==> config.mk <==
export PLATFORM = sky130hd
export DESIGN_NAME = acoustic_acq_top
export DESIGN_NICKNAME = d
export VERILOG_FILES = /design/src/rtl/acq_ctrl_pkg.sv /design/src/rtl/acq_sample_pkg.sv /design/src/rtl/acoustic_acq_top.sv /design/src/rtl/acq_controller.sv /design/src/rtl/cross_correlator.sv /design/src/rtl/capture_channel.sv
export VERILOG_INCLUDE_DIRS = /design/src /design/src/rtl
export SDC_FILE = /design/constraint.sdc
export NUM_CORES = 1
export LEC_CHECK = 0
export ABC_CLOCK_PERIOD_IN_PS = 12300
export BUFFER_PORTS_ARGS = -buffer_cell sky130_fd_sc_hd__buf_4
export CAP_MARGIN = 5
export CORE_AREA = 2 2 302 304
export DETAILED_ROUTE_END_ITERATION = 10
export DIE_AREA = 0 0 304 306
export GPL_TIMING_DRIVEN = 0
export SETUP_SLACK_MARGIN = 0.02
export SYNTH_ARGS = -nofsm -noshare
export SYNTH_HDL_FRONTEND = slang
export SYNTH_SLANG_ARGS = --single-unit
==> constraint.sdc <==
create_clock -name clk -period 12.3 [get_ports clk]
set_input_delay 1.23 -clock clk [delete_from_list [all_inputs] [get_ports clk]]
set_output_delay 1.23 -clock clk [all_outputs]
set_load 0.02 [all_outputs]
==> src/rtl/acq_consts.svh <==
// Sizing for the capture path; ACQ_ACC_W must hold 16 full-scale products of two samples
`ifndef ACQ_CONSTS_SVH
`define ACQ_CONSTS_SVH

// Bits per microphone sample, two's complement, sent MSB first
`define ACQ_SAMPLE_W 14

// Samples kept per channel once the trigger is taken
`define ACQ_BUF_DEPTH 16

// Lags tried by the correlator, 0 up to ACQ_NUM_LAGS-1
`define ACQ_NUM_LAGS 8

// Width of the running product sum
// 16 * (2^13)^2 = 2^30, so 32 bits leaves headroom
`define ACQ_ACC_W 32

`endif
==> src/rtl/acq_ctrl_pkg.sv <==
// Controller state encoding; the order follows the capture sequence, idle first
package acq_ctrl_pkg;

    typedef enum logic [2:0] {
        ST_IDLE       = 3'd0,   // Waiting for run
        ST_PRE_WAIT   = 3'd1,   // Pre-trigger sample in flight
        ST_PRE_READY  = 3'd2,   // Sample boundary, look at trig
        ST_POST_WAIT  = 3'd3,   // Storing, sample in flight
        ST_POST_READY = 3'd4,   // Sample stored, check for full
        ST_CORRELATE  = 3'd5,   // Correlator running
        ST_REPORT     = 3'd6    // One cycle, done pulse
    } acq_state_t;

endpackage

==> src/rtl/acq_sample_pkg.sv <==
// Data types for the capture and correlation path; widths follow acq_consts.svh
`include "acq_consts.svh"

package acq_sample_pkg;

    // One deserialized microphone word
    typedef logic signed [`ACQ_SAMPLE_W-1:0] sample_t;

    // Index into the post-trigger buffer
    typedef logic [$clog2(`ACQ_BUF_DEPTH)-1:0] buf_addr_t;

    // Correlation lag, as reported
    typedef logic [$clog2(`ACQ_NUM_LAGS)-1:0] lag_t;

    // Signed sum of products for one lag
    typedef logic signed [`ACQ_ACC_W-1:0] corr_sum_t;

    // Counts bits 0..ACQ_SAMPLE_W-1 within a sample
    typedef logic [$clog2(`ACQ_SAMPLE_W)-1:0] bit_cnt_t;

endpackage

==> src/rtl/acoustic_acq_top.sv <==
// Two-mic capture and lag search; results hold from done until the next run, run while busy is dropped
`timescale 1ns/1ps

module acoustic_acq_top
    import acq_sample_pkg::*;
(
    input  logic      clk,
    input  logic      reset_b,
    input  logic      run,
    input  logic      trig,
    input  logic      bit_en,
    input  logic      mic_a,
    input  logic      mic_b,
    output logic      busy,
    output logic      done,
    output lag_t      best_lag,
    output corr_sum_t best_sum
);

    logic      clear;
    logic      store_en;
    logic      sample_ready;        // From channel A only
    logic      buf_full;
    logic      corr_start;
    logic      corr_done;
    buf_addr_t rd_addr_a;
    buf_addr_t rd_addr_b;
    sample_t   rd_data_a;
    sample_t   rd_data_b;

    capture_channel chan_a_i (
        .clk          (clk),
        .reset_b      (reset_b),
        .bit_en       (bit_en),
        .data_in      (mic_a),
        .store_en     (store_en),
        .clear        (clear),
        .rd_addr      (rd_addr_a),
        .sample_ready (sample_ready),
        .buf_full     (buf_full),
        .rd_data      (rd_data_a)
    );

    // Same bit_en as A, so its status lines are redundant
    capture_channel chan_b_i (
        .clk          (clk),
        .reset_b      (reset_b),
        .bit_en       (bit_en),
        .data_in      (mic_b),
        .store_en     (store_en),
        .clear        (clear),
        .rd_addr      (rd_addr_b),
        .sample_ready (),
        .buf_full     (),
        .rd_data      (rd_data_b)
    );

    cross_correlator corr_i (
        .clk       (clk),
        .reset_b   (reset_b),
        .start     (corr_start),
        .rd_addr_a (rd_addr_a),
        .rd_addr_b (rd_addr_b),
        .rd_data_a (rd_data_a),
        .rd_data_b (rd_data_b),
        .done      (corr_done),
        .best_lag  (best_lag),
        .best_sum  (best_sum)
    );

    acq_controller ctrl_i (
        .clk          (clk),
        .reset_b      (reset_b),
        .run          (run),
        .trig         (trig),
        .sample_ready (sample_ready),
        .buf_full     (buf_full),
        .corr_done    (corr_done),
        .clear        (clear),
        .store_en     (store_en),
        .corr_start   (corr_start),
        .busy         (busy),
        .done         (done)
    );

endmodule

==> src/rtl/acq_controller.sv <==
// Uses one channel's sample_ready and buf_full; the other channel must share bit_en to stay aligned
`timescale 1ns/1ps

module acq_controller
    import acq_ctrl_pkg::*;
(
    input  logic clk,
    input  logic reset_b,
    input  logic run,
    input  logic trig,
    input  logic sample_ready,
    input  logic buf_full,
    input  logic corr_done,
    output logic clear,
    output logic store_en,
    output logic corr_start,
    output logic busy,
    output logic done
);

    acq_state_t state;
    acq_state_t next_state;

    always_ff @(posedge clk or negedge reset_b)
    begin
        if (!reset_b)
            state <= ST_IDLE;
        else
            state <= next_state;
    end

    always_comb
    begin
        next_state = state;
        case (state)
            ST_IDLE:
                if (run)
                    next_state = ST_PRE_WAIT;
            ST_PRE_WAIT:
                if (sample_ready)
                    next_state = ST_PRE_READY;
            ST_PRE_READY:
            begin
                // Trigger only counts on a sample boundary
                if (trig)
                    next_state = ST_POST_WAIT;
                else
                    next_state = ST_PRE_WAIT;
            end
            ST_POST_WAIT:
                if (sample_ready)
                    next_state = ST_POST_READY;   // Channels wrote this sample
            ST_POST_READY:
            begin
                if (buf_full)
                    next_state = ST_CORRELATE;
                else
                    next_state = ST_POST_WAIT;
            end
            ST_CORRELATE:
                if (corr_done)
                    next_state = ST_REPORT;
            ST_REPORT:
                next_state = ST_IDLE;
            default:
                next_state = ST_IDLE;
        endcase
    end

    // Rewind both buffers as a capture starts
    assign clear    = (state == ST_IDLE) && run;
    assign store_en = (state == ST_POST_WAIT) || (state == ST_POST_READY);
    assign busy     = (state != ST_IDLE) && (state != ST_REPORT);
    assign done     = (state == ST_REPORT);

    // High in the first ST_CORRELATE cycle
    always_ff @(posedge clk or negedge reset_b)
    begin
        if (!reset_b)
            corr_start <= 1'b0;
        else
            corr_start <= (state != ST_CORRELATE) && (next_state == ST_CORRELATE);
    end

endmodule

==> src/rtl/cross_correlator.sv <==
// One product per cycle, (16+9)*8/2 = 100 cycles per run; buffers must not change while running
`timescale 1ns/1ps
`include "acq_consts.svh"

module cross_correlator
    import acq_sample_pkg::*;
(
    input  logic      clk,
    input  logic      reset_b,
    input  logic      start,
    output buf_addr_t rd_addr_a,
    output buf_addr_t rd_addr_b,
    input  sample_t   rd_data_a,
    input  sample_t   rd_data_b,
    output logic      done,
    output lag_t      best_lag,
    output corr_sum_t best_sum
);

    logic                             running;
    lag_t                             lag;        // Lag being summed
    buf_addr_t                        idx;        // Index i into buffer A
    corr_sum_t                        acc;
    corr_sum_t                        cand_sum;   // Best sum among finished lags
    lag_t                             cand_lag;

    logic signed [2*`ACQ_SAMPLE_W-1:0] prod;
    corr_sum_t                        next_acc;
    logic                             last_idx;
    logic                             last_lag;
    logic                             new_best;

    // Buffer B is read lag samples ahead of A
    assign rd_addr_a = idx;
    assign rd_addr_b = idx + buf_addr_t'(lag);

    assign prod     = rd_data_a * rd_data_b;
    assign next_acc = acc + corr_sum_t'(prod);  // Sign-extended product

    // i + lag reaches the end of B
    assign last_idx = (rd_addr_b == buf_addr_t'(`ACQ_BUF_DEPTH - 1));
    assign last_lag = (lag == lag_t'(`ACQ_NUM_LAGS - 1));

    // Lag 0 always seeds the best; later lags must beat it strictly
    assign new_best = (lag == '0) || (next_acc > cand_sum);

    // Sequencing
    always_ff @(posedge clk or negedge reset_b)
    begin
        if (!reset_b)
        begin
            running <= 1'b0;
            lag     <= '0;
            idx     <= '0;
            done    <= 1'b0;
        end
        else
        begin
            done <= 1'b0;
            if (start)
            begin
                running <= 1'b1;
                lag     <= '0;
                idx     <= '0;
            end
            else if (running)
            begin
                if (last_idx)
                begin
                    idx <= '0;
                    lag <= lag + 1'b1;
                    if (last_lag)
                    begin
                        running <= 1'b0;
                        done    <= 1'b1;
                    end
                end
                else
                    idx <= idx + 1'b1;
            end
        end
    end

    // Accumulate and track the winner
    always_ff @(posedge clk)
    begin
        if (start)
            acc <= '0;
        else if (running)
        begin
            if (last_idx)
            begin
                acc <= '0;                           // Fresh sum for the next lag
                if (new_best)
                begin
                    cand_sum <= next_acc;
                    cand_lag <= lag;
                end
            end
            else
                acc <= next_acc;
        end
    end

    // Results only move when the last lag closes
    always_ff @(posedge clk or negedge reset_b)
    begin
        if (!reset_b)
        begin
            best_lag <= '0;
            best_sum <= '0;
        end
        else if (running && last_idx && last_lag)
        begin
            best_lag <= new_best ? lag : cand_lag;
            best_sum <= new_best ? next_acc : cand_sum;
        end
    end

endmodule

==> src/rtl/capture_channel.sv <==
// One mic channel; bits count from reset, so bit_en must be framed to 14-bit samples from the start
`timescale 1ns/1ps
`include "acq_consts.svh"

module capture_channel
    import acq_sample_pkg::*;
(
    input  logic      clk,
    input  logic      reset_b,
    input  logic      bit_en,
    input  logic      data_in,
    input  logic      store_en,
    input  logic      clear,
    input  buf_addr_t rd_addr,
    output logic      sample_ready,
    output logic      buf_full,
    output sample_t   rd_data
);

    sample_t   shift_reg;                    // Serial bits land here, MSB first
    bit_cnt_t  bit_cnt;                      // Position within the current sample
    buf_addr_t wr_ptr;
    sample_t   mem [`ACQ_BUF_DEPTH];

    logic      last_bit;
    logic      wr_en;

    assign last_bit = (bit_cnt == bit_cnt_t'(`ACQ_SAMPLE_W - 1));
    assign wr_en    = sample_ready && store_en && !buf_full;

    // Deserializer
    always_ff @(posedge clk)
    begin
        if (bit_en)
            shift_reg <= {shift_reg[`ACQ_SAMPLE_W-2:0], data_in};
    end

    always_ff @(posedge clk or negedge reset_b)
    begin
        if (!reset_b)
        begin
            bit_cnt      <= '0;
            sample_ready <= 1'b0;
        end
        else
        begin
            sample_ready <= bit_en && last_bit;  // Word is complete the cycle after
            if (bit_en)
            begin
                if (last_bit)
                    bit_cnt <= '0;
                else
                    bit_cnt <= bit_cnt + 1'b1;
            end
        end
    end

    // Write side of the buffer
    always_ff @(posedge clk or negedge reset_b)
    begin
        if (!reset_b)
        begin
            wr_ptr   <= '0;
            buf_full <= 1'b0;
        end
        else if (clear)
        begin
            wr_ptr   <= '0;
            buf_full <= 1'b0;
        end
        else if (wr_en)
        begin
            wr_ptr <= wr_ptr + 1'b1;             // Wraps to 0 after the last entry
            if (wr_ptr == buf_addr_t'(`ACQ_BUF_DEPTH - 1))
                buf_full <= 1'b1;
        end
    end

    always_ff @(posedge clk)
    begin
        if (wr_en)
            mem[wr_ptr] <= shift_reg;
    end

    // Correlator reads without a clock
    assign rd_data = mem[rd_addr];

endmodule

# Word level (Yosys, flattened, before mapping)
# Memory sizes are Yosys's and may differ from the RTL's.
# Index checks and enable logic that the tools add are counted.
dict set report classes {
  muxes 40
  n_addsub 8
  multipliers 1
  eq_ne 15
  order_cmp 1
  n_bitwise 1
  n_reduce_logical 28
}
# op count
set op_table {}
lappend op_table {{$mux 32} 2}
lappend op_table {{$mux 4} 9}
lappend op_table {{$add 32x28->32} 1}
lappend op_table {{$gt 32x32->1} 1}
lappend op_table {{$mul 14x14->28} 1}
lappend op_table {{$mux 3} 9}
lappend op_table {{$add 4x1->4 const B} 5}
lappend op_table {{$eq 4x4->1 const B} 5}
lappend op_table {{$mux 1} 18}
lappend op_table {{$pmux 3 s6} 1}
lappend op_table {{$eq 3x3->1 const B} 5}
lappend op_table {{$reduce_bool 2->1} 6}
lappend op_table {{$logic_and 1x1->1} 11}
lappend op_table {{$eq 3x2->1 const B} 2}
lappend op_table {{$logic_not 3->1} 2}
lappend op_table {{$ne 3x3->1 const B} 2}
lappend op_table {{$reduce_and 2->1} 3}
lappend op_table {{$add 4x3->4} 1}
lappend op_table {{$add 3x1->3 const B} 1}
lappend op_table {{$eq 3x1->1 const B} 1}
lappend op_table {{$reduce_and 3->1} 1}
lappend op_table {{$reduce_bool 3->1} 1}
lappend op_table {{$logic_not 1->1} 2}
lappend op_table {{$logic_or 1x1->1} 2}
lappend op_table {{other kinds (2)} 2}
dict set report word_totals {
  word_cells 117
  mem_count 2
  mem_bits_rw 448
  reg_bits 163
  in_bits 7
}
# memory depth word_bits rd rd_clocked_by_memory_dff write_ports line_no
set mem_list {}
lappend mem_list {chan_a_i.mem 16 14 1 0 1 capture_channel.sv:23} ;# sample_t mem [`ACQ_BUF_DEPTH];
lappend mem_list {chan_b_i.mem 16 14 1 0 1 capture_channel.sv:23}

# Logic depth before layout (Yosys ltp)
# An unclocked memory read counts as a cell.
dict set report depth {
  depth_word 7
  mapped_depth 43
  depth_no_buf 37
}

# Hierarchy
# From an unflattened synthesis, not the netlist that was laid out.
dict set report hier_totals {
  hier_cells 2381
  area_unflattened_um2 34083.9
}
# module instances cells_each area_per_inst_um2
set by_module_without_submodules {}
lappend by_module_without_submodules {capture_channel 2 427 9407.8}
lappend by_module_without_submodules {cross_correlator 1 1496 14989.4}
lappend by_module_without_submodules {acq_controller 1 31 279.0}

# Worst setup path before layout
# OpenSTA, ideal clock, no wires.
dict set report synth_timing {
  path_kind {register to register}
  start {register corr_i.lag[0]}
  end {register corr_i.cand_sum[10] (data pin)}
  n_path_buf 4
  setup_slack_ps 1117
  t_arrival_ps 10923
  stages_incl_launch_ff 40
  required_time_ps 12040
  path_cell_list {dfrtp_1 -> ha_1 -> fa_1 -> buf_2 -> buf_1 -> mux4_2 -> mux2i_1 -> nor2_1 -> a21oi_1 -> nor2b_1 -> inv_1 -> fa_1 -> fa_1 -> inv_1 -> fa_1 -> fa_1 -> fa_1 -> inv_1 -> (+4 left out) -> o21ai_2 -> a21oi_1 -> or3_4 -> o211a_4 -> o2111a_2 -> o211a_1 -> nor3_2 -> inv_1 -> ha_1 -> and4_1 -> and2b_1 -> nand2_1 -> or3_1 -> o21ai_1 -> o21ai_2 -> nand2_1 -> buf_2 -> mux2_2}
}
dict set report synth_via {
  elab_chain_cells 7
  elab_cells_between_ends 8
  classes_between {2 x add/sub; 1 x mul; 1 x order compare; 1 x mux; 2 x reduce/logical; 1 x memory}
}
# element line_no
set synth_lines {}
lappend synth_lines {{from (decl)} cross_correlator.sv:21} ;# lag_t lag;
lappend synth_lines {{from (signal assigned)} cross_correlator.sv:71} ;# lag <= lag + 1'b1;
lappend synth_lines {{$add 4x3->4} cross_correlator.sv:35} ;# assign rd_addr_b = idx + buf_addr_t'(lag);
lappend synth_lines {{$mem_v2 16x14} -}
lappend synth_lines {{$mul 14x14->28} cross_correlator.sv:37} ;# assign prod = rd_data_a * rd_data_b;
lappend synth_lines {{$add 32x28->32} cross_correlator.sv:38} ;# assign next_acc = acc + corr_sum_t'(prod);
lappend synth_lines {{$gt 32x32->1} -}
lappend synth_lines {{$logic_or 1x1->1} -}
lappend synth_lines {{$mux 32 (*)} -}
lappend synth_lines {{to (signal assigned)} cross_correlator.sv:96} ;# cand_sum <= next_acc;
lappend synth_lines {{to (decl)} cross_correlator.sv:24} ;# corr_sum_t cand_sum;
# Mark *: on every way between the ends. The rest lies on a longest branch, timed or not.
# A chain may end at the register's enable or synchronous reset.

# Worst setup path in the final report
# Ends and elaborated chain as after synthesis.

==> metrics.csv <==
stage,metric,value,unit
status,run_status,"complete, no violations",
timing,fin_setup_tns,0,ns
clock_network,cts_buffers,61,
layout,fillers,8004,
die,start_util,0.388,
detailed_routing,met1_length,36400,um
placement,dp_hpwl,58800,um
detailed_routing,first_iter_violations,1774,
timing,period_needed,11.95,ns
synth,synth-compound-area-share,0.0616,
placement,place_congestion,0.870,
worst_setup_path,critPathSlowestCell,a21oi_1,
detailed_routing,drc_errors,0,
die,ios,44,
clock_network,clock_sink_count,611,
synth,yosysWarnings,0,
die,die_h,306,um
synth,syn_area_per_cell,13.5,sq um
detailed_routing,drtAntennaViolNets,0,
layout,areaGrowthSynthToFinish,11.9,%
clock_network,cts-root-buf,clkbuf_16,
synth,synth_edf_count,511,
grt,grt_pass1_vias,21900,
timing,setup_viol,0,
die,die_width,304,um
synth,synth_xor_area_frac,0.00982,
synth,synth.net_count,2972,
worst_setup_path,end_kind,register,
synth,syn_inst,2569,
timing,slew_headroom,0.260,
worst_hold_path,holdCritPathClass,reg -> reg,
layout,largestRegisters,"chan_a_i.mem: 224 flops, chan_b_i.mem: 224 flops",
worst_setup_path,crit_type,reg -> reg,
detailed_routing,routedWlPerCell,20.7,um
layout,final_cell_mix,"edfxtp_1 (511), inv_1 (377), fa_1 (258)",
synth,syn_area,34800,sq um
timing,tightest_slew,1.11,ns
timing,rsz0062_at_grt,false,
timing,skew,0.0368,ns
grt,grt_overflow,0,
timing,setup_slack,0.352,ns
worst_setup_path,worstPathRequired,12.68,ns
timing,finalCritPeriodShare,0.971,
layout,antennaDiodeCount,0,
clock_network,htree_levels,2,
clock_network,cts_hold_buffers,0,
detailed_routing,via_per_inst,5.24,
layout,nNetsFinal,3080,
die,rows,110,
timing,hold_violations,0,
worst_setup_path,max_stage_delay,0.77,ns
clock_network,post-cts-setup-buffers,0,
synth,synthAdderAreaFrac,0.198,
synth,synth-seq-cells,611,
layout,layout_commonest_cell,edfxtp_1,
worst_setup_path,crit_top_cell,fa_1,
synth,async_flop_share,0.111,
detailed_routing,first_pass_iters,9,
grt,antenna_found_initial,1,
synth,synthSimpleGateAreaFrac,0.0763,
timing,finalHoldWorstSlack,0.473,ns
synth,seq_area_frac_synth,0.508,
job,maxCapViolCount,0,
die,dieArea,93000,sq um
detailed_routing,routed-wl-met3,3950,um
worst_setup_path,crit_path_start_kind,register,
synth,synth_cell_types,77,
placement,numPortBuffers,43,
die,core,89600,sq um
clock_network,cts_tree,built,
detailed_routing,num_vias,20400,
synth,synth.mux.area_fraction,0.0902,
timing,slew_viol_final,0,
worst_setup_path,crit_path_max_fanout,10,
clock_network,path_clk_slew,0.06,ns
layout,layout-drive-gt1-share,0.139,
detailed_routing,dr_wl_met2,37900,um
synth,synth_top_family_by_area,adder cells,
placement,preCtsSetupSlack,-0.118,ns
clock_network,clock_latency,0.66,ns
grt,grt_max_degree,69,
grt,grt_use_total,0.177,
grt,grt_first_pass_wirelength,128000,um
clock_network,clockBufferDepth,3,
detailed_routing,wl,80800,um
synth,synth_top_flop_cell,edfxtp_1,
worst_setup_path,critical_path_arrival,12.33,ns
timing,fmax,83.7,MHz
detailed_routing,top_layer,met5,
[path summary, 6_finish.rpt]
check                                           startpoint                               to  slack, ns  cells after the start
worst min register to register  corr_i.acc[0]$_SDFFE_PP0P_       corr_i.acc[0]$_SDFFE_PP0P_       0.47                      2
worst max register to register   corr_i.lag[0]$_DFFE_PN0P_    corr_i.cand_sum[10]$_DFFE_PP_       0.35                     37
min in group asynchronous                          reset_b   corr_i.best_sum[3]$_DFFE_PN0P_       0.72                      1
worst min-delay path            corr_i.acc[0]$_SDFFE_PP0P_       corr_i.acc[0]$_SDFFE_PP0P_       0.47                      2
max in group asynchronous                          reset_b  chan_a_i.bit_cnt[2]$_DFFE_PN0P_      10.88                      1
worst max-delay path             corr_i.lag[0]$_DFFE_PN0P_    corr_i.cand_sum[10]$_DFFE_PP_       0.35                     37
[per-stage QoR]
stage	area [sq um]	util	instances
floorplan	34800	-	2569
global placement	36600	0.408	3788
detailed placement	36700	0.409	3790
CTS	38900	0.434	3905
global route	38900	0.434	3905
finish	38900	0.434	3905
[synth_stat cells, drive strengths merged (29+ instances only)]
master / n / area share
a21oi: 57 / 0.0083
a22o: 30 / 0.0076
and2: 45 / 0.0082
buf: 62 / 0.0093
clkbuf: 51 / 0.0056
dfrtp: 68 / 0.049
dfxtp: 32 / 0.018
edfxtp: 511 / 0.44
fa: 259 / 0.15
ha: 137 / 0.049
inv: 377 / 0.041
mux2i: 29 / 0.0083
mux4: 116 / 0.075
nand2: 158 / 0.017
nand3: 49 / 0.0070
nand4: 33 / 0.0059
nor2: 139 / 0.015
nor2b: 41 / 0.0074
o211ai: 35 / 0.0076
o21ai: 109 / 0.016
[critical path, delay by kind of cell (launching register included)]
family          cells  cell delay [ns]
buf+inv             8             1.76
simple gates        8             1.59
compound gates      8             2.35
flops               1             0.50
mux                 3             1.01
fa+ha+maj          10             4.46
[kinds of logic (layout without fill, tap and decap cells)]
group	Yosys count	count (layout)
flops	611	611
xor+xnor	39	39
simple gates	548	548
compound gates	319	319
fa+ha+maj	396	396
mux	166	166
buf+inv	490	650
[final cells by class]
class                           instances  area, sq um  share of cell area
Clock buffer                           76         1650              0.0425
Inverter                              377         1420              0.0364
Timing Repair Buffer                   45          365             0.00939
Tap cell                             1176         1470              0.0378
Multi-Input combinational cell       1468        15300               0.392
Buffer                                113          524              0.0135
Clock inverter                         39          558              0.0143
Sequential cell                       611        17700               0.454
[metal layers]
layer | vias up | global-route usage
met4 | 2 | 0.0575
met3 | 136 | 0.0263
met2 | 523 | 0.289
li1 | 9245 | -
met1 | 10500 | 0.244
met5 | - | 0
[timing repair]
item                                    4_1_cts  5_1_grt
endpoints found under the setup margin       25       70
pin swaps                                     0        0
cloned                                        0        0
resized for setup                             3       20
Power is not shown: default switching activity piles up to over one toggle a cycle in this logic, so the estimate is an artifact.
